--- config.mk ---
export PLATFORM = sky130hd
export DESIGN_NAME = axi_burst_writer
export DESIGN_NICKNAME = d
export VERILOG_FILES = /design/src/verilog/vdma_write_pkg.sv /design/src/verilog/axi_burst_writer.sv
export SDC_FILE = /design/constraint.sdc
export NUM_CORES = 1
export LEC_CHECK = 0
export BUFFER_PORTS_ARGS = -buffer_cell sky130_fd_sc_hd__buf_2
export CORE_AREA = 2 2 134 136
export CTS_BUF_LIST = sky130_fd_sc_hd__clkbuf_4
export CTS_CLUSTER_DIAMETER = 150
export CTS_CLUSTER_SIZE = 16
export DETAILED_ROUTE_END_ITERATION = 8
export DIE_AREA = 0 0 136 138
export GPL_TIMING_DRIVEN = 0
export MAX_ROUTING_LAYER = met4
export PLACE_DENSITY = 0.54
export RECOVER_POWER = 25
export SETUP_SLACK_MARGIN = 0.3
export SYNTH_ARGS = -nofsm -noshare
export SYNTH_HDL_FRONTEND = slang
export SYNTH_SLANG_ARGS = --single-unit
--- constraint.sdc ---
create_clock -name clock -period 2.5 [get_ports clock]
set_input_delay 0 -clock clock [delete_from_list [all_inputs] [get_ports clock]]
set_output_delay 0 -clock clock [all_outputs]
set_load 0.1 [all_outputs]
--- src/verilog/vdma_write_pkg.sv ---
// shared widths, pixel and beat types, request and aw structs, writer and planner state enums
package vdma_write_pkg;

    // native video pixel width
    localparam int PIX_W = 32;
    // memory data bus width
    localparam int BEAT_W = 128;
    // pixels gathered into one memory beat
    localparam int PIX_PER_BEAT = BEAT_W / PIX_W;
    // byte span of one beat on the bus
    localparam int BEAT_BYTES = BEAT_W / 8;

    // one video pixel
    typedef logic [PIX_W-1:0] pixel_t;
    // one packed beat, pixel k in bits 32k upward
    typedef logic [BEAT_W-1:0] beat_t;
    // byte address
    typedef logic [31:0] addr_t;
    // beats minus one, same as awlen
    typedef logic [7:0] len_t;
    // fifo fill level and line beat counts
    typedef logic [15:0] count_t;

    // planner to writer request
    typedef struct packed {
        addr_t addr;
        len_t  len;
    } burst_req_t;

    // aw channel payload on the top ports
    typedef struct packed {
        addr_t awaddr;
        len_t  awlen;
    } axi_aw_t;

    // write core phases
    typedef enum logic [1:0] {
        WR_IDLE,
        WR_ADDR,
        WR_DATA,
        WR_RESP
    } writer_state_t;

    // burst planner phases
    typedef enum logic [1:0] {
        PL_WAIT_DATA,
        PL_REQUEST,
        PL_WAIT_DONE
    } planner_state_t;

endpackage

--- src/verilog/axi_burst_writer.sv ---
// axi_burst_writer: aw, w and b phase FSM for one outstanding burst
module axi_burst_writer (
    input  logic                       clock,
    input  logic                       rst_n,
    input  logic                       burst_req,
    input  vdma_write_pkg::burst_req_t req,
    input  vdma_write_pkg::beat_t      head,
    output logic                       pop,
    output logic                       req_resp,
    output logic                       req_done,
    output vdma_write_pkg::axi_aw_t    axi_aw,
    output logic                       awvalid,
    input  logic                       awready,
    output vdma_write_pkg::beat_t      wdata,
    output logic                       wlast,
    output logic                       wvalid,
    input  logic                       wready,
    input  logic                       bvalid,
    output logic                       bready
);

    vdma_write_pkg::writer_state_t state;

    // beats left after the current one
    vdma_write_pkg::len_t beat_cnt;

    // channel handshakes follow the state directly
    assign awvalid = (state == vdma_write_pkg::WR_ADDR);
    assign wvalid  = (state == vdma_write_pkg::WR_DATA);
    assign bready  = (state == vdma_write_pkg::WR_RESP);
    assign wlast   = wvalid && (beat_cnt == '0);

    // data comes straight off the fifo head
    assign wdata = head;
    // every accepted beat leaves the fifo
    assign pop   = wvalid && wready;

    // one cycle strobe on the aw handshake
    assign req_resp = awvalid && awready;

    always_ff @(posedge clock or negedge rst_n) begin
        if (!rst_n) begin
            state    <= vdma_write_pkg::WR_IDLE;
            beat_cnt <= '0;
            req_done <= 1'b0;
        end else begin
            req_done <= 1'b0;
            case (state)
                vdma_write_pkg::WR_IDLE: begin
                    if (burst_req) begin
                        beat_cnt <= req.len;
                        state    <= vdma_write_pkg::WR_ADDR;
                    end
                end
                vdma_write_pkg::WR_ADDR: begin
                    if (awready) begin
                        state <= vdma_write_pkg::WR_DATA;
                    end
                end
                vdma_write_pkg::WR_DATA: begin
                    // stalls in place while wready is low
                    if (wready) begin
                        if (beat_cnt == '0) begin
                            state <= vdma_write_pkg::WR_RESP;
                        end else begin
                            beat_cnt <= beat_cnt - 1'b1;
                        end
                    end
                end
                vdma_write_pkg::WR_RESP: begin
                    // bresp not checked
                    if (bvalid) begin
                        req_done <= 1'b1;
                        state    <= vdma_write_pkg::WR_IDLE;
                    end
                end
                default: state <= vdma_write_pkg::WR_IDLE;
            endcase
        end
    end

    // aw payload latched with the request
    always_ff @(posedge clock) begin
        if ((state == vdma_write_pkg::WR_IDLE) && burst_req) begin
            axi_aw.awaddr <= req.addr;
            axi_aw.awlen  <= req.len;
        end
    end

endmodule

### Word level (Yosys, flattened, before mapping)

Index checks and enable logic that the tools add are counted.

* memory bits (read-only): 0
* input port bits: 174
* memories kept: 0
* logic and storage cells: 36
* RAM bits: 0
* register bits after elaboration: 51
* latch bits: 0
* output and inout port bits: 175

* div/mod/pow operators: 0
* add/sub/neg operators: 1
* equality and inequality tests: 9
* reduce and logical (&&, ||, !) cells: 9
* $lt $le $gt $ge: 0
* shift operators: 0
* multipliers: 0
* bitwise logic cells: 0
* muxes and demuxes: 12

Operators by type and width (count)
* 8-bit two-way mux: 3
* 8-bit case mux with 2 select lines: 1
* 2-bit two-way mux: 5
* 8-bit zero test: 1
* 2-bit case mux with 4 select lines: 1
* 8-bit by 1-bit subtractor with 8-bit output, second input constant: 1
* 2-bit by 1-bit inequality test with 1-bit output, second input constant: 3
* 2-bit inequality test, second input constant: 3
* 5-bit AND reduction: 1
* 2-bit equality test, second input constant: 2
* 1-bit logical AND: 4
* 4-bit AND reduction: 1
* 2-bit by 1-bit equality test with 1-bit output, second input constant: 1
* 2-bit zero test: 1
* 1-bit two-way mux: 2
* 2-bit nonzero test: 1

### Depth between registers and ports, before layout

* word-level depth: 4
* mapped depth: 8
* mapped depth without buffers: 6

### Worst setup path before layout

No wires, ideal clock.

* kind: reg-to-output
* start point: reg state[0]
* end point: out pop
* required time: 2.500 ns
* arrival: 2.698 ns
* cell stages (with the launch flop): 6
* path buffers: 2
* path slack: -0.198 ns
* cell sequence: dfrtp_1 inv_1 ha_1 clkbuf_1 clkbuf_1 and2_1

* word-level cells in the longest chain between the ends: 2

Ends and longest elaborated chain
* start, declared: RTL line axi_burst_writer.sv:22 `vdma_write_pkg::writer_state_t state;`
* start signal, assigned: RTL line axi_burst_writer.sv:43 `state <= vdma_write_pkg::WR_IDLE;`
* start signal, assigned: RTL line axi_burst_writer.sv:52 `state <= vdma_write_pkg::WR_ADDR;`
* start signal, assigned: RTL line axi_burst_writer.sv:57 `state <= vdma_write_pkg::WR_DATA;`
* 2-bit equality test: RTL line axi_burst_writer.sv:29 `assign wvalid = (state == vdma_write_pkg::WR_DATA);`
* named net wvalid: RTL line axi_burst_writer.sv:16 `output logic wvalid,`
* 1-bit logical AND: RTL line axi_burst_writer.sv:36 `assign pop = wvalid && wready;`
* end, declared: RTL line axi_burst_writer.sv:8 `output logic pop,`

The timed path passes the listed nets, and every way through them passes these cells.

### Final worst setup path

* start point: reg state[0]
* end point: reg beat_cnt[7]

* word-level cells in the longest chain between the ends: 3
* elaborated cells on any way between the ends: 8
* those cells by class: eq/ne (4); mux (1); reduce/logical (3)

Ends and longest elaborated chain
* 2-bit equality test or 2-bit zero test (tied branches): RTL line axi_burst_writer.sv:48 `case (state)`
* 2-bit inequality test (no source line) (tied with other cells)
* 4-bit AND reduction (no source line)
* end signal, assigned: RTL line axi_burst_writer.sv:51 `beat_cnt <= req.len;`
* end signal, assigned: RTL line axi_burst_writer.sv:66 `beat_cnt <= beat_cnt - 1'b1;`
* end, declared: RTL line axi_burst_writer.sv:25 `vdma_write_pkg::len_t beat_cnt;`

Parallel ways exist; a longest one is shown, timed or not.
A chain may end at the register's enable or synchronous reset.

==> results_dict.tcl <==
set metrics [dict create \
    p_leak_nw 2.320 \
    timing.rr.end "beat_cnt[7]" \
    synth_area_leaders "edfxtp_1, buf_4, dfrtp_1" \
    min_from "awready" \
    rr_worst_depth 8 \
    antenna_found_initial 3 \
    finClkSkew_ns 0.01429 \
    syn_inst 255 \
    status "complete, no violations" \
    num_rows 49 \
    peakVddDrop_uv 549.0 \
    dr.pass1.iters 4 \
    drt-initial-drc-count 89 \
    routabilityCongestion 0.7891 \
    grt_pass1_vias 2780 \
    synth_edf_count 40 \
    drv_slew 0 \
    drive_gt1_share_pct 61.60 \
    area_growth_pct 62.82 \
    hold_path.class "in -> reg" \
    synth_cell_types 40 \
    cts_tree "yes" \
    routedWlPerCell_um 17.39 \
    syn_area_mm2 0.002992 \
    grt-ovfl-total 0 \
    clock_path_buffers 2 \
    htree_num_levels 2 \
    worstPathArrival_ns 2.38 \
    initial_utilization_pct 17.06 \
    layout.nets 706 \
    fin_util_pct 27.78 \
    track_usage_pct 13.40 \
    coreArea_mm2 0.01753 \
    power_density_mw_per_mm2 977.9 \
    yosysMostFrequentCell "buf_4" \
    root_buffer "clkbuf_4" \
    synth_top_area_share_pct 40.15 \
    synth_common_cells "buf_4, edfxtp_1, dfrtp_1" \
    io_pins 349 \
    yosysWarnings 0 \
    min_period_ns 2.098 \
    hold_end "state[0]" \
    ant_nets 0 \
    vias 2716 \
    r2r_start "state[0]" \
    die_h_um 138 \
    avgViaCountPerCell 3.583 \
    die_x_um 136 \
    max_slew_margin_pct 20.73 \
    wirelength_um 13180 \
    cts_buffers 5 \
    fmax_mhz 476.7 \
    async_flop_share_pct 21.57 \
    synth_top_area_cell "edfxtp_1" \
    hold_viol 0 \
    preCtsSetupSlack_ns 0.3588 \
    io_buffers 220 \
    fin_crit_sh_pct 83.91 \
    yosysSeqAreaShare_pct 49.35 \
    rsz0062_at_grt "no" \
    clk_pin_slew_ns 0.15 \
    grt_max_degree 41 \
    total_power_w 0.004763 \
    dieArea_mm2 0.01877 \
    synth_nets 436 \
    min_path_cells 3 \
    ys.flop_type "edfxtp_1" \
    post-dp-hpwl_um 11450 \
    cp_data_required_time_ns 2.79 \
    drc 0 \
    syn_area_per_cell_um2 11.73 \
    worst_slew_pin_slew_ns 1.194 \
    criticalPathCategory "reg -> reg" \
    grt_pass1_wl_um 17720 \
    clk_latency_ns 0.38 \
    drv_cap 0 \
    setup_violations 0 \
    critPathMaxFanout 9 \
    cp-end-kind "register" \
    critPathLaunchType "register" \
    clock_sinks 51 \
    worst_slack_ns 0.4022 \
    r2r_setup_slack_ns 0.40 \
    ys_ff_latch 51 \
]
## per-layer routing
metal | track usage, % | vias to the layer above | part of all wire [%]
li1 | - | 1281 | -
met1 | 13.20 | 1241 | 35
met2 | 23.49 | 189 | 50
met3 | 7.371 | 5 | 15
met4 | 1.974 | 0 | 0.63
met5 | - | - | 0
## sequential cells by signal (all words and copies together), names as in the netlist
| register | cells |
|---|---|
| beat_cnt | 8 |
| axi_aw | 40 |
| state | 2 |
| req_done | 1 |
## how the worst max path moves through the flow
stage | start | end | cells after the start | slack [ns]
after floorplan | state[1] | req_resp | 3 | 0.30
after global placement | state[0] | axi_aw[12] | 3 | -0.07
after detailed placement | beat_cnt[0] | beat_cnt[0] | 8 | 0.36
after CTS | state[0] | beat_cnt[7] | 8 | 0.33
after global routing | beat_cnt[0] | wlast | 6 | 0.32
final | state[0] | beat_cnt[7] | 8 | 0.40
## critical path: stages (launching register included)
cell and delay (ns):
dfrtp_1 0.43, inv_1 0.12, ha_4 0.18, clkbuf_8 0.16
nand2b_1 0.17, o211ai_4 0.16, or2_2 0.31, buf_6 0.14
a211o_2 0.32
## where the power goes
part | total [W] | internal [W] | switching, W
clock network | 0.000369 | 0.000108 | 0.000261
logic | 0.00312 | 0.000708 | 0.00241
registers | 0.00128 | 0.00115 | 0.000128
total | 0.00476 | 0.00197 | 0.00280
## cells by family after synthesis
family	share of synthesized area [%]
buffers and inverters	34.00
muxes	1.380
AOI/OAI and AO/OA	5.228
and+or+nand+nor	7.110
adders and majority gates	2.928
DFF	49.35
## placed cells by master, fill, tap and decap left out, types with 5 or more instances in the layout
cell	count
buf_4	130
nand2_1	5
dfrtp_1	11
clkbuf_1	47
nor3_1	5
clkbuf_4	5
dlygate4sd3_1	43
ha_1	6
inv_1	6
buf_2	171
edfxtp_1	40
## area by class of cell
cell class                      count  area (µm²)
Fill cell                        1933       12660
Timing Repair Buffer              263        1478
Sequential cell                    51        1476
Buffer                            133        1006
Multi-Input combinational cell     65       536.8
Tap cell                          229       286.5
Clock buffer                        5       37.54
Inverter                            6       22.52
Clock inverter                      3       20.02
Antenna cell                        3       7.507
## repair_timing
action	CTS	global route
endpoints found under the hold margin	55	0
pin swaps	0	0
gates resized for setup	4	2
buffers inserted	0	0
hold buffers	43	0
setup endpoints to repair	2	2
## metrics by stage
step / hold slack, ns / setup TNS, ns / instance area, µm² / std cells
detailed placement: -0.1090 / 0 / 4404 / 704
global route: 0.1588 / 0 / 4871 / 758
global placement: -0.1129 / -2.894 / 4403 / 704
finish: 0.1510 / 0 / 4871 / 758
floorplan: -0.2956 / 0 / 3015 / 255
CTS: 0.1248 / 0 / 4905 / 755
No activity file was read; power rests on OpenSTA's default activity.
