$ cat src/verilog/vdma_write_pkg.sv
// shared widths, pixel and beat types, request and aw structs, writer and planner state enums
package vdma_write_pkg;

    // native video pixel width
    localparam int PIX_W = 32;
    // memory data bus width
    localparam int BEAT_W = 128;
    // pixels gathered into one memory beat
    localparam int PIX_PER_BEAT = BEAT_W / PIX_W;
    // byte span of one beat on the bus
    localparam int BEAT_BYTES = BEAT_W / 8;

    // one video pixel
    typedef logic [PIX_W-1:0] pixel_t;
    // one packed beat, pixel k in bits 32k upward
    typedef logic [BEAT_W-1:0] beat_t;
    // byte address
    typedef logic [31:0] addr_t;
    // beats minus one, same as awlen
    typedef logic [7:0] len_t;
    // fifo fill level and line beat counts
    typedef logic [15:0] count_t;

    // planner to writer request
    typedef struct packed {
        addr_t addr;
        len_t  len;
    } burst_req_t;

    // aw channel payload on the top ports
    typedef struct packed {
        addr_t awaddr;
        len_t  awlen;
    } axi_aw_t;

    // write core phases
    typedef enum logic [1:0] {
        WR_IDLE,
        WR_ADDR,
        WR_DATA,
        WR_RESP
    } writer_state_t;

    // burst planner phases
    typedef enum logic [1:0] {
        PL_WAIT_DATA,
        PL_REQUEST,
        PL_WAIT_DONE
    } planner_state_t;

endpackage

$ cat src/verilog/burst_planner.sv
// burst_planner: line to burst split, burst and line address tracking
module burst_planner #(
    parameter int BURST_LEN = 16,
    parameter int LINE_STEP = 4096
) (
    input  logic                       clock,
    input  logic                       rst_n,
    input  logic                       enable,
    input  vdma_write_pkg::addr_t      baseaddr,
    input  vdma_write_pkg::count_t     hactive,
    input  logic                       frame_start,
    input  vdma_write_pkg::count_t     count,
    input  logic                       req_resp,
    input  logic                       req_done,
    output logic                       burst_req,
    output vdma_write_pkg::burst_req_t req
);

    vdma_write_pkg::planner_state_t state;

    // beats still to be requested in the current line
    vdma_write_pkg::count_t remain;
    // first byte of the current line
    vdma_write_pkg::addr_t  line_addr;
    // address of the next burst
    vdma_write_pkg::addr_t  next_addr;

    vdma_write_pkg::count_t line_beats;
    vdma_write_pkg::count_t cur_len;
    vdma_write_pkg::addr_t  burst_bytes;
    vdma_write_pkg::addr_t  next_line;
    logic                   issue;

    // hactive is a multiple of four pixels
    assign line_beats = hactive / vdma_write_pkg::count_t'(vdma_write_pkg::PIX_PER_BEAT);

    // full burst or the line tail
    assign cur_len = (remain >= vdma_write_pkg::count_t'(BURST_LEN))
                   ? vdma_write_pkg::count_t'(BURST_LEN) : remain;

    assign burst_bytes = vdma_write_pkg::addr_t'(cur_len)
                       * vdma_write_pkg::addr_t'(vdma_write_pkg::BEAT_BYTES);

    assign next_line = line_addr + vdma_write_pkg::addr_t'(LINE_STEP);

    // request only with the whole burst already buffered,
    // so the writer never runs dry mid-burst
    // a frame start in the same cycle wins and delays the request
    assign issue = (state == vdma_write_pkg::PL_WAIT_DATA) && enable && !frame_start
                && (remain != '0) && (count >= cur_len);

    always_ff @(posedge clock or negedge rst_n) begin
        if (!rst_n) begin
            state     <= vdma_write_pkg::PL_WAIT_DATA;
            burst_req <= 1'b0;
            remain    <= '0;
            line_addr <= '0;
            next_addr <= '0;
        end else begin
            // address bookkeeping, done at issue time
            if (frame_start) begin
                line_addr <= baseaddr;
                next_addr <= baseaddr;
                remain    <= line_beats;
            end else if (issue) begin
                if (remain == cur_len) begin
                    // tail of the line, step to the next line
                    line_addr <= next_line;
                    next_addr <= next_line;
                    remain    <= line_beats;
                end else begin
                    next_addr <= next_addr + burst_bytes;
                    remain    <= remain - cur_len;
                end
            end

            // handshake with the writer
            case (state)
                vdma_write_pkg::PL_WAIT_DATA: begin
                    if (issue) begin
                        burst_req <= 1'b1;
                        state     <= vdma_write_pkg::PL_REQUEST;
                    end
                end
                vdma_write_pkg::PL_REQUEST: begin
                    // held until the address is accepted
                    if (req_resp) begin
                        burst_req <= 1'b0;
                        state     <= vdma_write_pkg::PL_WAIT_DONE;
                    end
                end
                vdma_write_pkg::PL_WAIT_DONE: begin
                    if (req_done) begin
                        state <= vdma_write_pkg::PL_WAIT_DATA;
                    end
                end
                default: state <= vdma_write_pkg::PL_WAIT_DATA;
            endcase
        end
    end

    // request payload, steady while burst_req is high
    always_ff @(posedge clock) begin
        if (issue) begin
            req.addr <= next_addr;
            req.len  <= vdma_write_pkg::len_t'(cur_len - 1'b1);
        end
    end

endmodule

$ cat config.mk
export PLATFORM = sky130hd
export DESIGN_NAME = burst_planner
export DESIGN_NICKNAME = d
export VERILOG_FILES = /design/src/verilog/vdma_write_pkg.sv /design/src/verilog/burst_planner.sv
export SDC_FILE = /design/constraint.sdc
export NUM_CORES = 1
export LEC_CHECK = 0
export ABC_AREA = 1
export BUFFER_PORTS_ARGS = -buffer_cell sky130_fd_sc_hd__buf_2
export CAP_MARGIN = 40
export CORE_MARGIN = 4
export CORE_UTILIZATION = 52
export CTS_CLUSTER_SIZE = 24
export DETAILED_ROUTE_END_ITERATION = 6
export PLACE_DENSITY = 0.77
export SETUP_SLACK_MARGIN = 0.02
export SYNTH_ARGS = -nofsm -noshare
export SYNTH_HDL_FRONTEND = slang
export SYNTH_SLANG_ARGS = --single-unit
$ cat constraint.sdc
create_clock -name clock -period 3.2 [get_ports clock]
set_input_delay 0.64 -clock clock [delete_from_list [all_inputs] [get_ports clock]]
set_output_delay 0.64 -clock clock [all_outputs]
set_load 0.01 [all_outputs]
* Word level (Yosys, flattened, before mapping)
Cells that the tools add are included.
Widths: inputs -> output; s select.
** Operators by class
- Add/sub/neg operators :: 4
- $lt $le $gt $ge :: 2
- Eq/ne operators :: 6
- Mux-type cells :: 17
- Reduce and logical (&&, ||, !) cells :: 13
** Operators with widths (count)
- $mux 32 :: 6
- $mux 16 :: 4
- $add 32x13->32 const B :: 1
- $add 32x20->32 :: 1
- $eq 16x16->1 :: 1
- $ge 16x16->1 :: 1
- $ge 16x5->1 const B :: 1
- $reduce_bool 16->1 :: 1
- $sub 16x16->16 :: 1
- $sub 8x1->8 const B :: 1
- $mux 2 :: 3
- $ne 2x2->1 const B :: 3
- $pmux 2 s3 :: 1
- $reduce_and 3->1 :: 2
- $reduce_bool 2->1 :: 3
- $logic_and 1x1->1 :: 4
- $eq 2x1->1 const B :: 1
- $eq 2x2->1 const B :: 1
- $logic_not 2->1 :: 1
- $mux 1 :: 2
- $pmux 1 s2 :: 1
- $reduce_and 2->1 :: 1
- $logic_not 1->1 :: 1
** Storage, ports and cells
- Bits in registers :: 123
- Input port bits :: 70
- Logic and storage cells :: 49

* Logic depth before layout (Yosys ltp)
- Depth after elaboration :: 7
- Mapped depth :: 25

* Worst setup path after synthesis
No wires, ideal clock.
- Path type :: register to register
- Start :: register remain[9]
- End :: register req[0] (netlist name) (enable)
- Arrival :: 2884 ps
- Required time :: 2805 ps
- Setup slack :: -79 ps
- Cell stages (with the launch flop) :: 17
- Buffers on the path :: 1
- Clock period less this slack :: 3279 ps
- Path through :: dfrtp_1 > nor2_4 > nand2_4 > nor2_4 > nand2_4 > buf_6 > nor2_1 > inv_1 > ha_1 > inv_1 > o21bai_1 > nand3_1 > a21oi_1 > o21ai_0 > nand3_1 > nand2_1 > inv_1
** Between the ends
- Cells in the longest elaborated chain, start to end :: 4
- Elaborated cells between the ends (all ways) :: 6
- Those cells by class :: order compare: 2; mux: 1; reduce/logical: 3
** RTL lines
- start: declaration :: RTL line burst_planner.sv:22 : vdma_write_pkg::count_t remain;
- start signal: assignment :: RTL line burst_planner.sv:64 : remain <= line_beats;
- start signal: assignment :: RTL line burst_planner.sv:70 : remain <= line_beats;
- start signal: assignment :: RTL line burst_planner.sv:73 : remain <= remain - cur_len;
- $ge 16x5->1 :: RTL line burst_planner.sv:38 : assign cur_len = (remain >= vdma_write_pkg::count_t'(BURST_LEN))
- $mux 16 :: RTL line burst_planner.sv:39 : ? vdma_write_pkg::count_t'(BURST_LEN) : remain;
- $ge 16x16->1 :: RTL line burst_planner.sv:50 : && (remain != '0) && (count >= cur_len);
- $logic_and 1x1->1 (*) :: RTL line burst_planner.sv:50
- via issue :: RTL line burst_planner.sv:32 : logic issue;
- end: declaration :: RTL line burst_planner.sv:16 : output vdma_write_pkg::burst_req_t req
Mark *: on every way through the listed nets, which the timed path passes. The rest lies on a longest branch.
A chain may end at the register's enable or synchronous reset.

* Worst setup path after layout
- Start :: register remain[8]
- End :: register line_addr[31]
** Between the ends
- Cells in the longest elaborated chain, start to end :: 6
- Elaborated cells between the ends (all ways) :: 10
- Those cells by class :: order compare: 2; eq/ne: 1; mux: 1; reduce/logical: 6
** RTL lines
- $ge 16x5->1 :: RTL line burst_planner.sv:38
- $mux 16 :: RTL line burst_planner.sv:39
- $ge 16x16->1 :: RTL line burst_planner.sv:50
- $logic_and 1x1->1 :: RTL line burst_planner.sv:50
- $reduce_bool 2->1 (no line)
- $reduce_and 2->1 (no line) (*)
- end signal: assignment :: RTL line burst_planner.sv:62 : line_addr <= baseaddr;
- end signal: assignment :: RTL line burst_planner.sv:68 : line_addr <= next_line;
- end: declaration :: RTL line burst_planner.sv:24 : vdma_write_pkg::addr_t line_addr;
Mark *: on every way between the ends. The rest lies on a longest branch, timed or not.

==> results.md <==
* R2R cell count at 17
* DR DRC count at 0
* IO buf count at 108
* Yosys reg bits at 123
* Num CTS Buffers at 17
* Global-route wire length before repair at 30230 um
* Lkg Pwr at 4.341 nW
* Critical-path top delay cell: dfrtp_1
* Dpl ws at 0.03002 ns
* Fin nets at 1163
* Die Ht at 126.8 um
* Via count at 6688
* Top-level port count at 111
* Core area at 13830 um^2
* Crit path max fanout at 15
* Largest net degree at the start of global routing at 54
* Fin crit period at 3.050 ns
* Setup Crit Path Kind: reg2reg
* CTS sink cnt at 123
* Buf+Inv Stages, Crit Path at 3
* Filler cells at 1175
* Placed wire-length estimate at 13110 um
* Die width at 126.8 um
* Routed vias/inst at 5.346
* Area occupied by registers at 3279 um^2
* Share of post-route cells with drive strength above 1 at 0.2007
* Critical path's top delay family: simple AND/OR/NAND/NOR gates
* Antenna violations before repair at 0
* Worst EP required at 3.55 ns
* # hold bufs at CTS at 0
* Row count at 43
* Clock slew at reported path FFs at 0.06 ns
* Wirelength per Cell at 14.79 um
* Multi-input gate area at 3737 um^2
* P&R area growth vs syn at 22.20%
* Placed instance area at 8230 um^2
* Cell Area, Synth at 7333 um^2
* Max Freq at 0.3279 GHz
* Maximum vdd drop at 0.3011 mV
* First-pass DRT Iterations at 5
* Fin crit share at 0.9530
* Worst Path Arrival at 3.39 ns
* Class of the worst hold path: in2async
* H-Tree Depth at 4
* Crit path depth at 17
* Top_reg_cell synth: dfrtp_1
* Clk_lat worst skew at 0.42 ns
* Clock Tree Buf Depth at 2
* Fin. max-slew vios at 0
* Layout Cells excl Fill at 1251
* Critical Path End Type: register
* Post-layout util at 0.6481
* Sequential fraction of the synthesis area at 0.4470
* GRT Total Usage at 0.2345
* Pwr Total at 5.356 mW
* Final RePlAce weighted congestion at 0.9181
* Final ANT Viol Nets at 0
* Grt total ovfl at 0
* Final Cell Area at 8961 um^2
* Max incr delay on CP at 0.42 ns
* Clk_skew at 0.01284 ns
* Worst-Margin Slew at 0.7217 ns
* Syn Area/Cell at 8.094 um^2
* Ys Warns at 0
* Worst slew margin at 0.5189
* CTS tree: built
* Max cap viols at 0
* Die area at 16070 um^2
* Outcome: finished clean
* Placed cells at 1210
* Hold Vio Cnt, Final at 0
* Drt total wl at 18500 um
* Mapped Cells at 906
* Type of origin of the critical path: register
* Post-synth ARST share at 0.6748
* Antenna diodes at 0
* Vias in the first global route at 6339
* Final worst setup slack at 0.1504 ns
* Drt first-iter violations at 575
* EDFF count, synth at 40
* CTS root buf: clkbuf_16
* Final setup violation count at 0
* Number of library cell types mapped by synthesis at 52
* Starting Density at 0.5304
* Power Density at 597.7 nW/um^2
* RSZ-0062 raised after global routing: true
* Worst path cell trace: nor2_4 > nand2_4 > nor2_4 > nand2_4 > nor2_1 > inv_1 > ha_1 > a21oi_1 > a21oi_1 > o21ai_0 > nand3_1 > nand2_1 > nand2_4 > inv_2 > buf_4 > a21oi_2 > a21oi_1
-- what timing repair did --
action                                  CTS  global route
buffers inserted                          0             9
hold endpoints to repair                  0             0
endpoints found under the setup margin    1            61
resized for setup                         1            22
pin swaps                                 0            10
cloned                                    0             0
-- stage by stage --
step	setup TNS, ns	hold WS [ns]
after floorplan	0	0.3444
after global placement	0	0.4304
after detailed placement	0	0.4408
after CTS	0	0.2939
after global routing	-0.4048	0.3139
final	0	0.2693
-- area by class of cell --
cell class / instances / share of cell area
multi-input combinational: 692 / 0.4171
sequential: 123 / 0.3660
timing repair buffer: 140 / 0.08964
clock buffer: 22 / 0.05180
inverter: 84 / 0.03686
tap: 180 / 0.02513
clock inverter: 10 / 0.01354
-- sequential cells by signal (all words and copies together), names as in the netlist --
register / flops
state: 2
req: 40
remain: 16
burst_req: 1
next_addr: 32
line_addr: 32
-- power breakdown --
part           switching (mW)  leakage (nW)  internal, mW
sequential              0.194          1.33          1.86
combinational           0.856          2.72         0.526
clock                   0.669         0.290          1.25
total                    1.72          4.34          3.64
-- logic make-up after synthesis --
logic type | Yosys count | synth area share
AO/OA/AOI/OAI | 165 | 0.1298
XOR/XNOR | 33 | 0.03941
adder cells (fa/ha/maj) | 35 | 0.06074
buffers and inverters | 112 | 0.06347
flip-flops | 123 | 0.4470
other | 2 | 0.001024
AND/OR/NAND/NOR | 436 | 0.2585
-- cell usage after synthesis (3+ instances only) --
cell	instances	area share
o21ai_0	45	0.031
clkbuf_1	10	0.0051
a21oi_1	62	0.042
inv_2	4	0.0020
a21o_1	3	0.0031
nand2_4	5	0.0077
nand3b_1	4	0.0041
xor2_1	23	0.027
a31oi_1	20	0.017
o211ai_1	11	0.011
inv_1	76	0.039
edfxtp_1	40	0.16
nand4_1	8	0.0068
buf_2	15	0.010
nand2_2	5	0.0043
nand2_1	227	0.12
nor3_1	14	0.0096
a22oi_1	8	0.0082
or2_2	3	0.0026
nor2_1	93	0.048
nor2_4	4	0.0061
dfrtp_1	83	0.28
xnor2_1	10	0.012
o31ai_1	3	0.0031
nor2_2	3	0.0026
ha_1	34	0.058
nand3_1	63	0.043
-- final timing paths --
path                            slack [ns]             to          from
worst max-delay path                  0.15  line_addr[31]     remain[8]
max in group asynchronous             2.21   line_addr[1]         rst_n
worst max register to register        0.15  line_addr[31]     remain[8]
min in group clock                    0.40       state[0]      req_resp
worst min register to register        0.45        req[11]  next_addr[3]
worst min-delay path                  0.27  next_addr[19]         rst_n
-- worst reg2reg max path, delay by kind of cell, from the launching register on --
kind,cells,cell delay (ns)
DFF,1,0.42
adders and majority gates,1,0.32
buffers and inverters,3,0.60
and+or+nand+nor,8,1.03
AOI/OAI and AO/OA,5,0.62
-- placed cells by master (no fill, tap or decap), types with 5 or more instances in the layout --
cell type	netlist	layout
o211ai_1	11	11
nor2_1	93	91
conb_1	2	23
nand4_1	8	8
inv_1	76	74
a31oi_1	20	20
inv_2	4	5
nor3_1	14	14
o21ai_0	45	45
buf_4	0	31
clkbuf_16	0	17
ha_1	34	33
edfxtp_1	40	40
nor2_4	4	6
a22oi_1	8	8
xor2_1	23	23
xnor2_1	10	10
clkinv_2	1	5
nand2_1	227	225
dfrtp_1	83	82
buf_2	15	107
a21oi_1	62	59
nand2_2	5	6
nand2_4	5	6
nand3_1	63	60
-- layer usage --
metal,GRT usage,vias up,part of all wire
li1,-,3321,-
met1,0.3192,3061,0.44
met2,0.3724,268,0.46
met3,0.05053,38,0.076
met4,0.08265,0,0.022
met5,0,-,0
No activity file was read; power rests on OpenSTA's default activity.
