**src/verilog/vdma_write_pkg.sv**
```systemverilog
// shared widths, pixel and beat types, request and aw structs, writer and planner state enums
package vdma_write_pkg;

    // native video pixel width
    localparam int PIX_W = 32;
    // memory data bus width
    localparam int BEAT_W = 128;
    // pixels gathered into one memory beat
    localparam int PIX_PER_BEAT = BEAT_W / PIX_W;
    // byte span of one beat on the bus
    localparam int BEAT_BYTES = BEAT_W / 8;

    // one video pixel
    typedef logic [PIX_W-1:0] pixel_t;
    // one packed beat, pixel k in bits 32k upward
    typedef logic [BEAT_W-1:0] beat_t;
    // byte address
    typedef logic [31:0] addr_t;
    // beats minus one, same as awlen
    typedef logic [7:0] len_t;
    // fifo fill level and line beat counts
    typedef logic [15:0] count_t;

    // planner to writer request
    typedef struct packed {
        addr_t addr;
        len_t  len;
    } burst_req_t;

    // aw channel payload on the top ports
    typedef struct packed {
        addr_t awaddr;
        len_t  awlen;
    } axi_aw_t;

    // write core phases
    typedef enum logic [1:0] {
        WR_IDLE,
        WR_ADDR,
        WR_DATA,
        WR_RESP
    } writer_state_t;

    // burst planner phases
    typedef enum logic [1:0] {
        PL_WAIT_DATA,
        PL_REQUEST,
        PL_WAIT_DONE
    } planner_state_t;

endpackage

```
**src/verilog/pixel_packer.sv**
```systemverilog
// pixel_packer: vsync rise detection and four-pixel beat packing
module pixel_packer (
    input  logic                   clock,
    input  logic                   rst_n,
    input  logic                   vsync,
    input  logic                   de,
    input  vdma_write_pkg::pixel_t pixel,
    output logic                   beat_valid,
    output vdma_write_pkg::beat_t  beat,
    output logic                   frame_start
);

    localparam int SLOT_W = $clog2(vdma_write_pkg::PIX_PER_BEAT);
    // index of the pixel that closes a beat
    localparam logic [SLOT_W-1:0] LAST_SLOT = SLOT_W'(vdma_write_pkg::PIX_PER_BEAT - 1);

    logic              vsync_d;
    logic              vsync_rise;
    logic [SLOT_W-1:0] slot;
    logic [SLOT_W-1:0] slot_base;

    // low to high on the sampled vsync
    assign vsync_rise = vsync && !vsync_d;

    // a new frame always begins at slot 0,
    // even if de is already high on the rise cycle
    assign slot_base = vsync_rise ? '0 : slot;

    // control side
    always_ff @(posedge clock or negedge rst_n) begin
        if (!rst_n) begin
            vsync_d     <= 1'b0;
            frame_start <= 1'b0;
            slot        <= '0;
            beat_valid  <= 1'b0;
        end else begin
            vsync_d     <= vsync;
            // one cycle pulse, registered from the edge
            frame_start <= vsync_rise;
            beat_valid  <= 1'b0;
            if (de) begin
                // wraps back to 0 after the last slot
                slot <= slot_base + 1'b1;
                if (slot_base == LAST_SLOT) begin
                    beat_valid <= 1'b1;
                end
            end else begin
                slot <= slot_base;
            end
        end
    end

    // shift register for the beat payload
    // new pixel enters at the top, so after four shifts
    // the first pixel of the group sits in the low bits
    always_ff @(posedge clock) begin
        if (de) begin
            beat <= {pixel, beat[vdma_write_pkg::BEAT_W-1:vdma_write_pkg::PIX_W]};
        end
    end

endmodule

```
**config.mk**
```make
export PLATFORM = sky130hd
export DESIGN_NAME = pixel_packer
export DESIGN_NICKNAME = d
export VERILOG_FILES = /design/src/verilog/vdma_write_pkg.sv /design/src/verilog/pixel_packer.sv
export SDC_FILE = /design/constraint.sdc
export NUM_CORES = 1
export LEC_CHECK = 0
export BUFFER_PORTS_ARGS = -buffer_cell sky130_fd_sc_hd__clkbuf_2
export CAP_MARGIN = 20
export CORE_UTILIZATION = 23
export DETAILED_ROUTE_END_ITERATION = 8
export GPL_TIMING_DRIVEN = 0
export PLACE_DENSITY = 0.45
export REMOVE_ABC_BUFFERS = 1
export SETUP_SLACK_MARGIN = 0.05
export SYNTH_ARGS = -nofsm -noshare
export SYNTH_HDL_FRONTEND = slang
export SYNTH_SLANG_ARGS = --single-unit
```
**constraint.sdc**
```tcl
create_clock -name clock -period 1.9 [get_ports clock]
set_clock_uncertainty 0.2 [all_clocks]
set_input_delay 0 -clock clock [delete_from_list [all_inputs] [get_ports clock]]
set_output_delay 0 -clock clock [all_outputs]
set_load 0.01 [all_outputs]
```
---- After elaboration in Yosys (flattened, before gate mapping) ----
Cells that the tools add are included.
W data, S select, Z words.
cells by class
  $add $sub $neg .......................... 1
  eq/ne operators ......................... 1
  multiplexer cells ....................... 4
  reduce and logical (&&, ||, !) cells .... 2
operator list
  operator               count
  $mux W2                2
  $add A2 B1 Y2 const B  1
  $eq A2 B2 Y1 const B   1
  $mux W1                2
  $logic_and A1 B1 Y1    1
  $logic_not A1 Y1       1
word-level totals
  register bits after elaboration ......... 133
  output and inout bits ................... 130

---- Depth between registers and ports, before layout ----
Gate-level depths: netlist of the first run.
  word-level depth ........................ 6
  mapped depth ............................ 4
  depth with buffers taken out ............ 4

---- Worst setup path after synthesis of the first run ----
OpenSTA, ideal clock, no wires.
  kind .................................... register to register
  start point ............................. reg vsync_d
  end point ............................... reg slot[1]
  library setup time ...................... 0.125 ns
  arrival time ............................ 1.186 ns
  data required time ...................... 1.575 ns
  slack ................................... 0.389 ns
  stages on the path, launching flop included .. 5
  period minus slack after synthesis ...... 1.511 ns
  cell sequence ........................... dfrtp_1 -> nand2b_4 -> and2_2 -> ha_1 -> mux2_2
on the way
  longest elaborated chain between the ends .. 5
RTL lines
  element                   RTL line            source
  start: declaration        pixel_packer.sv:17  logic vsync_d;
  start signal: assignment  pixel_packer.sv:37  vsync_d <= vsync;
  $logic_not A1 Y1 (*)      pixel_packer.sv:23  assign vsync_rise = vsync && !vsync_d;
  $logic_and A1 B1 Y1 (*)   pixel_packer.sv:23
  $mux W2 (*)               pixel_packer.sv:27  assign slot_base = vsync_rise ? '0 : slot;
  $add A2 B1 Y2             pixel_packer.sv:43  slot <= slot_base + 1'b1;
  $mux W2 (*)               pixel_packer.sv:41  if (de) begin
  end signal: assignment    pixel_packer.sv:43
  end signal: assignment    pixel_packer.sv:48  slot <= slot_base;
  end: declaration          pixel_packer.sv:19  logic [SLOT_W-1:0] slot;
Every way passes the cells marked *; elsewhere a longest branch is shown, timed or not.
A chain may end at the register's enable or synchronous reset.

---- Worst setup path after layout of the first run ----
Ends and elaborated chain as after synthesis.

==> results of run 1 <==
## cells by family (layout without fill, tap and decap cells)
group,count (synthesis),in the layout,synth area share [%]
xor+xnor,1,1,0.217
fa+ha+maj,1,1,0.310
buf+inv,1,235,0.0928
flops,133,133,98.2
mux,1,1,0.279
simple gates,4,4,0.898
## cell usage after synthesis
master / instances / area [µm²]
edfxtp_1: 128 / 3840
dfrtp_1: 5 / 125
and2_1: 1 / 6.26
and2_2: 1 / 7.51
and2_4: 1 / 8.76
ha_1: 1 / 12.5
inv_1: 1 / 3.75
mux2_2: 1 / 11.3
nand2b_4: 1 / 13.8
xor2_1: 1 / 8.76
## routing by layer
layer  GRT usage, %  vias to the layer above  part of all wire [%]
met5              0                        -                     0
met3           5.33                       10                   9.1
met2           13.7                      112                    48
li1               -                     1012                     -
met1           10.5                     1077                    42
met4           4.31                        0                   1.3
## registers in the layout, indices dropped and copies added, names as in the netlist
signal and count:
beat 128, beat_valid 1, frame_start 1, slot 2
vsync_d 1
## stage by stage
step | setup TNS, ns | util (%) | setup slack, ns | instance area, µm²
after floorplan | 0 | - | 0.389 | 4040
after global placement | -146.53 | 29.9 | -1.25 | 5150
after detailed placement | 0 | 30.1 | 0.315 | 5180
after CTS | 0 | 35.2 | 0.257 | 6070
after global routing | 0 | 35.2 | 0.218 | 6070
final | 0 | 35.2 | 0.310 | 6070
## worst max-delay path: stages, from the launching register on
cell and delay (ns):
dfrtp_1 0.37, nand2b_4 0.14, and2_2 0.21, ha_1 0.29
mux2_2 0.26
## layout make-up
class | count | area, µm² | share of cell area, %
Multi-Input combinational cell | 7 | 68.8 | 1.13
Clock buffer | 19 | 433 | 7.13
Timing Repair Buffer | 202 | 1220 | 20.1
Tap cell | 225 | 282 | 4.64
Inverter | 1 | 3.75 | 0.0618
Sequential cell | 133 | 3970 | 65.4
Clock inverter | 13 | 91.3 | 1.50
## power by group
group	leakage [nW]	total, mW	switching, mW	internal [mW]
logic	0.897	0.481	0.256	0.225
clock network	0.250	2.91	1.14	1.76
registers	1.32	3.55	0.0905	3.46
## placed cells by master (no fill, tap or decap), types with 2 or more instances in the layout
cell type / netlist / layout
clkbuf_2: 0 / 164
edfxtp_1: 128 / 128
dlygate4sd3_1: 0 / 36
clkbuf_16: 0 / 17
dfrtp_1: 5 / 5
clkinv_1: 0 / 5
clkinv_2: 0 / 4
clkinvlp_4: 0 / 3
clkbuf_1: 0 / 2
## worst max-delay path by stage
| stage | end | from | cells after the start | slack, ns |
|---|---|---|---|---|
| floorplan | slot[1] | vsync_d | 4 | 0.39 |
| global placement | slot[1] | de | 2 | -1.25 |
| detailed placement | slot[1] | vsync_d | 4 | 0.31 |
| CTS | slot[1] | de | 4 | 0.26 |
| global route | slot[1] | de | 4 | 0.22 |
| finish | slot[1] | vsync_d | 4 | 0.31 |
## repair_timing
| action | 4_1_cts | 5_1_grt |
|---|---|---|
| hold endpoints to repair | 92 | 0 |
| hold buffers | 36 | 0 |
| gates resized for setup | 0 | 0 |
==> qor.csv, run 1 <==
metric,value,unit
status,completed,
rsz0062_at_grt,no,
synthesis.instances,141,
total_power,6.94,mW
reg2reg_from,vsync_d,
clk_latency,0.41,ns
diodes,0,
dieWidth,135,µm
rrSetupSlack,0.31,ns
wl_per_cell,13.2,µm
cts.sinks,133,
drt-total-wl,7940,µm
cp-start-kind,register,
hold_end,vsync_d,
clkSlewWorstSetupHoldPaths,0.06,ns
gp_congestion,0.664,
syn_to_final_growth,50.2,%
drv_cap,0,
stdcell_count,600,
root_buffer,clkbuf_16,
r2r_end,slot[1],
vdd_drop_max,588,µV
yosysWarnings,0,
netlist_area,4040,µm²
drtAntennaViolNets,0,
period_needed,1.59,ns
dieHeight,135,µm
drc,0,
cp_data_required_time,1.99,ns
placed_cells,532,
worstPathArrival,1.68,ns
hold_class,input port to register,
tritoncts,yes,
grt_util_all_layers,9.16,%
ys_ff_latch,133,
ys_seq_area_share,98.2,%
avgSynthCellArea,28.7,µm²
drtPass1Iterations,4,
worst-path-max-fanout,3,
io_pins,166,
max-clock-path-buffers,2,
nets,399,
post-route-period-util,83.7,%
worst_pin_slew,0.437,ns
drive_gt1_share,52.0,%
vias_per_cell,3.69,
endpoint_kind,register,
h-tree-depth,4,
first_global_vias,2230,
fillers,1647,
power.density,1140,nW/µm²
vias,2211,
overflow,0,
finalSetupViolCount,0,
fmax,629,MHz
cts_setup_buffers,0,
start_util,23.4,%
slew_viol_final,0,
core_area,17200,µm²
ys_types,10,
cts_inserted_buffers,17,
antenna_found_initial,0,
grt_pass1_wl,12000,µm
dieArea,18100,µm²
holdPathStages,2,
drt_iter0_markers,110,
hpwl,5300,µm
portBuffers,165,
num_rows,48,
hold_ws,0.0927,ns
p_leak,2.46,nW
setup.worst_path.class,register to register,
r2r_cells,4,
grt_max_degree,82,
holdCritStartpoint,vsync,
timing_hold_violations_final,0,
slew_headroom,70.9,%
Power figures use the tool's default switching activity.
==> inputs of run 2 (changes only) <==
--- a/config.mk
+++ b/config.mk
@@ -10,7 +10,7 @@
 export CORE_UTILIZATION = 23
 export DETAILED_ROUTE_END_ITERATION = 8
 export GPL_TIMING_DRIVEN = 0
-export PLACE_DENSITY = 0.45
+export PLACE_DENSITY = 0.47
 export REMOVE_ABC_BUFFERS = 1
 export SETUP_SLACK_MARGIN = 0.05
 export SYNTH_ARGS = -nofsm -noshare
==> constraint.sdc (replaced) <==
create_clock -name clock -period 1.4 [get_ports clock]
set_clock_uncertainty 0.2 [all_clocks]
set_input_delay 0 -clock clock [delete_from_list [all_inputs] [get_ports clock]]
set_output_delay 0 -clock clock [all_outputs]
set_load 0.01 [all_outputs]
==> run 2 against run 1 <==
Net effect:
- the flow now finishes with violations (hold timing, setup timing)
- design area is 0.85% higher
- register-to-register slack worse by 0.35 ns
- flip-flop and latch count stayed put
- first-iteration DRC count is 25% higher
- clock power is 43% higher
- global-route usage hardly changed
- sequential share of layout area is 0.55 points lower
- final cell count is 0.17% higher
- wire length is 1.1% higher
- non-clock buffer count is 1 higher
- worst setup slack worse by 0.35 ns
- die area stayed put
- largest power group unchanged
==> qor.csv, run 2 (same netlist as run 1, synthesis figures left out) <==
metric,value,unit,change
status,"complete, but fails checks",,
violations,"hold timing, setup timing",,
total_power,9.67,mW,+39%
dieArea,18100,µm²,unchanged
drc,0,,unchanged
portBuffers,165,,unchanged
clk_latency,0.41,ns,about the same
largestRegisters,"beat x128, slot x2",,
fmax,692,MHz,+10%
max-clock-path-buffers,2,,unchanged
p_leak,2.50,nW,+1.4%
multi_input_area,86.3,µm²,+25%
drtPass1Iterations,4,,unchanged
internal_power,7.66,mW,+40%
tritoncts,yes,,
overflow,0,,unchanged
wl_per_cell,13.4,µm,+0.95%
grt_max_degree,85,,+3.7%
cts_inserted_buffers,17,,unchanged
cp-start-kind,register,,
fin_util,35.5,%,+0.30 points
largest_reg_flops,128,,unchanged
dieWidth,135,µm,unchanged
fin_ws,-0.0453,ns,-0.355 ns
seqCellArea,3970,µm²,unchanged
rsz0062_at_grt,yes,,
drtAntennaViolNets,0,,unchanged
num_rows,48,,unchanged
setup.worst_path.class,register to register,,
antenna_found_initial,0,,unchanged
clkSlewWorstSetupHoldPaths,0.05,ns,about the same
drt-total-wl,8030,µm,+1.1%
dieHeight,135,µm,unchanged
drive_gt1_share,52.9,%,+0.93 points
vias_per_cell,3.67,,-0.35%
io_pins,166,,unchanged
drv_cap,0,,unchanged
gp_congestion,0.689,,+3.8%
power.share.combinational,7.2,%,+0.3 points
nets,400,,+0.25%
vdd_drop_max,784,µV,+33%
root_buffer,clkbuf_16,,
power.density,1580,nW/µm²,+38%
dpl_cell_area,5180,µm²,unchanged
h-tree-depth,4,,unchanged
final_area,6120,µm²,+0.85%
first_global_vias,2273,,+1.9%
worstPathArrival,1.54,ns,-0.14 ns
cts.sinks,133,,unchanged
worst-path-max-fanout,3,,unchanged
cp_data_required_time,1.49,ns,-0.50 ns
hold_buffers,35,,-2.8%
final_common_cell,clkbuf_2,,
period_needed,1.45,ns,-0.145 ns
top_register,beat,,
start_util,23.4,%,unchanged
clockPowerShare,42.9,%,+1.0 points
vias,2207,,-0.18%
core_area,17200,µm²,unchanged
placed_cells,532,,unchanged
diodes,0,,unchanged
drt_iter0_markers,138,,+25%
grt_util_all_layers,9.15,%,-0.016 points
sw_frac_of_total,20.8,%,-0.67 points
hold_class,input port to register,,
p_switching,2.01,mW,+35%
syn_to_final_growth,51.5,%,
hold_ws,-0.111,ns,-0.203 ns
grt_pass1_wl,12000,µm,unchanged
fillers,1676,,+1.8%
slew_headroom,71.0,%,+0.16 points
post-route-period-util,103,%,+20 points
endpoint_kind,register,,
finalSetupViolCount,1,,+1
slew_viol_final,0,,unchanged
worst_pin_slew,0.434,ns,-0.00237 ns
stdcell_count,601,,+0.17%
p_seq_share,49.9,%,-1.3 points
timing_hold_violations_final,47,,+47
layout_common_cells,"clkbuf_2 (164), edfxtp_1 (128), dlygate4sd3_1 (35)",,
## run 2: cell count changes in the layout (fill, tap and decap cells not counted), moves of 2 or more
cell | previous run | this run
clkbuf_8 | 1 | 5
clkbuf_1 | 2 | 6
clkinv_1 | 5 | 0
clkinvlp_4 | 3 | 0
buf_4 | 0 | 2
## run 2: through the flow
stage,setup TNS (ns),setup WS (ns)
global placement,-211.80,-1.76
detailed placement,-0.170,-0.170
finish,-0.0453,-0.0453
CTS,-0.0432,-0.0432
floorplan,-0.111,-0.111
global route,-0.0692,-0.0692
## run 2: layer usage
| layer | track usage (%) | vias to the layer above | share of wire (%) |
|---|---|---|---|
| met3 | 5.11 | 12 | 9.0 |
| li1 | - | 1012 | - |
| met4 | 4.49 | 0 | 1.4 |
| met5 | 0 | - | 0 |
| met1 | 10.6 | 1076 | 43 |
| met2 | 13.6 | 107 | 47 |
## run 2: final timing paths
check | slack [ns] | depth (start not counted) | endpoint | start
worst max-delay path | -0.05 | 4 | slot[1] | vsync_d
worst min-delay path | -0.11 | 1 | beat[100] | de
worst max register to register | -0.05 | 4 | slot[1] | vsync_d
worst min register to register | 0.24 | 0 | beat[73] | beat[105]
max in group asynchronous | 0.51 | 3 | slot[0] | rst_n
min in group asynchronous | 0.30 | 3 | frame_start | rst_n
## run 2: area by class of cell
cell class	count	share of cell area [%]
timing repair buffer	203	20.1
multi-input combinational	7	1.41
sequential	133	64.8
tap	225	4.60
clock inverter	5	0.818
clock buffer	27	8.22
inverter	1	0.0613
## run 2: worst max-delay path, cell delays in order, from the launching register on
cell and delay [ns]:
dfrtp_1 0.36, nand2b_4 0.15, and2_4 0.15, ha_4 0.22
mux2_4 0.25
## run 2: repair_timing
item | in CTS | in global routing
resized for setup | 3 | 0
pin swaps | 1 | 1
endpoints found under the hold margin | 89 | 47
setup endpoints to repair | 2 | 1
buffers inserted | 2 | 0
## run 2: power groups by stage
| stage | combinational (mW) | sequential (mW) | clock (mW) |
|---|---|---|---|
| after floorplan | 0.0565 | 5.01 | 0 |
| after global placement | 0.568 | 4.91 | 0 |
| after detailed placement | 0.587 | 4.91 | 0 |
| after CTS | 0.710 | 4.83 | 4.29 |
| after global routing | 0.754 | 4.86 | 4.44 |
| final | 0.698 | 4.82 | 4.15 |
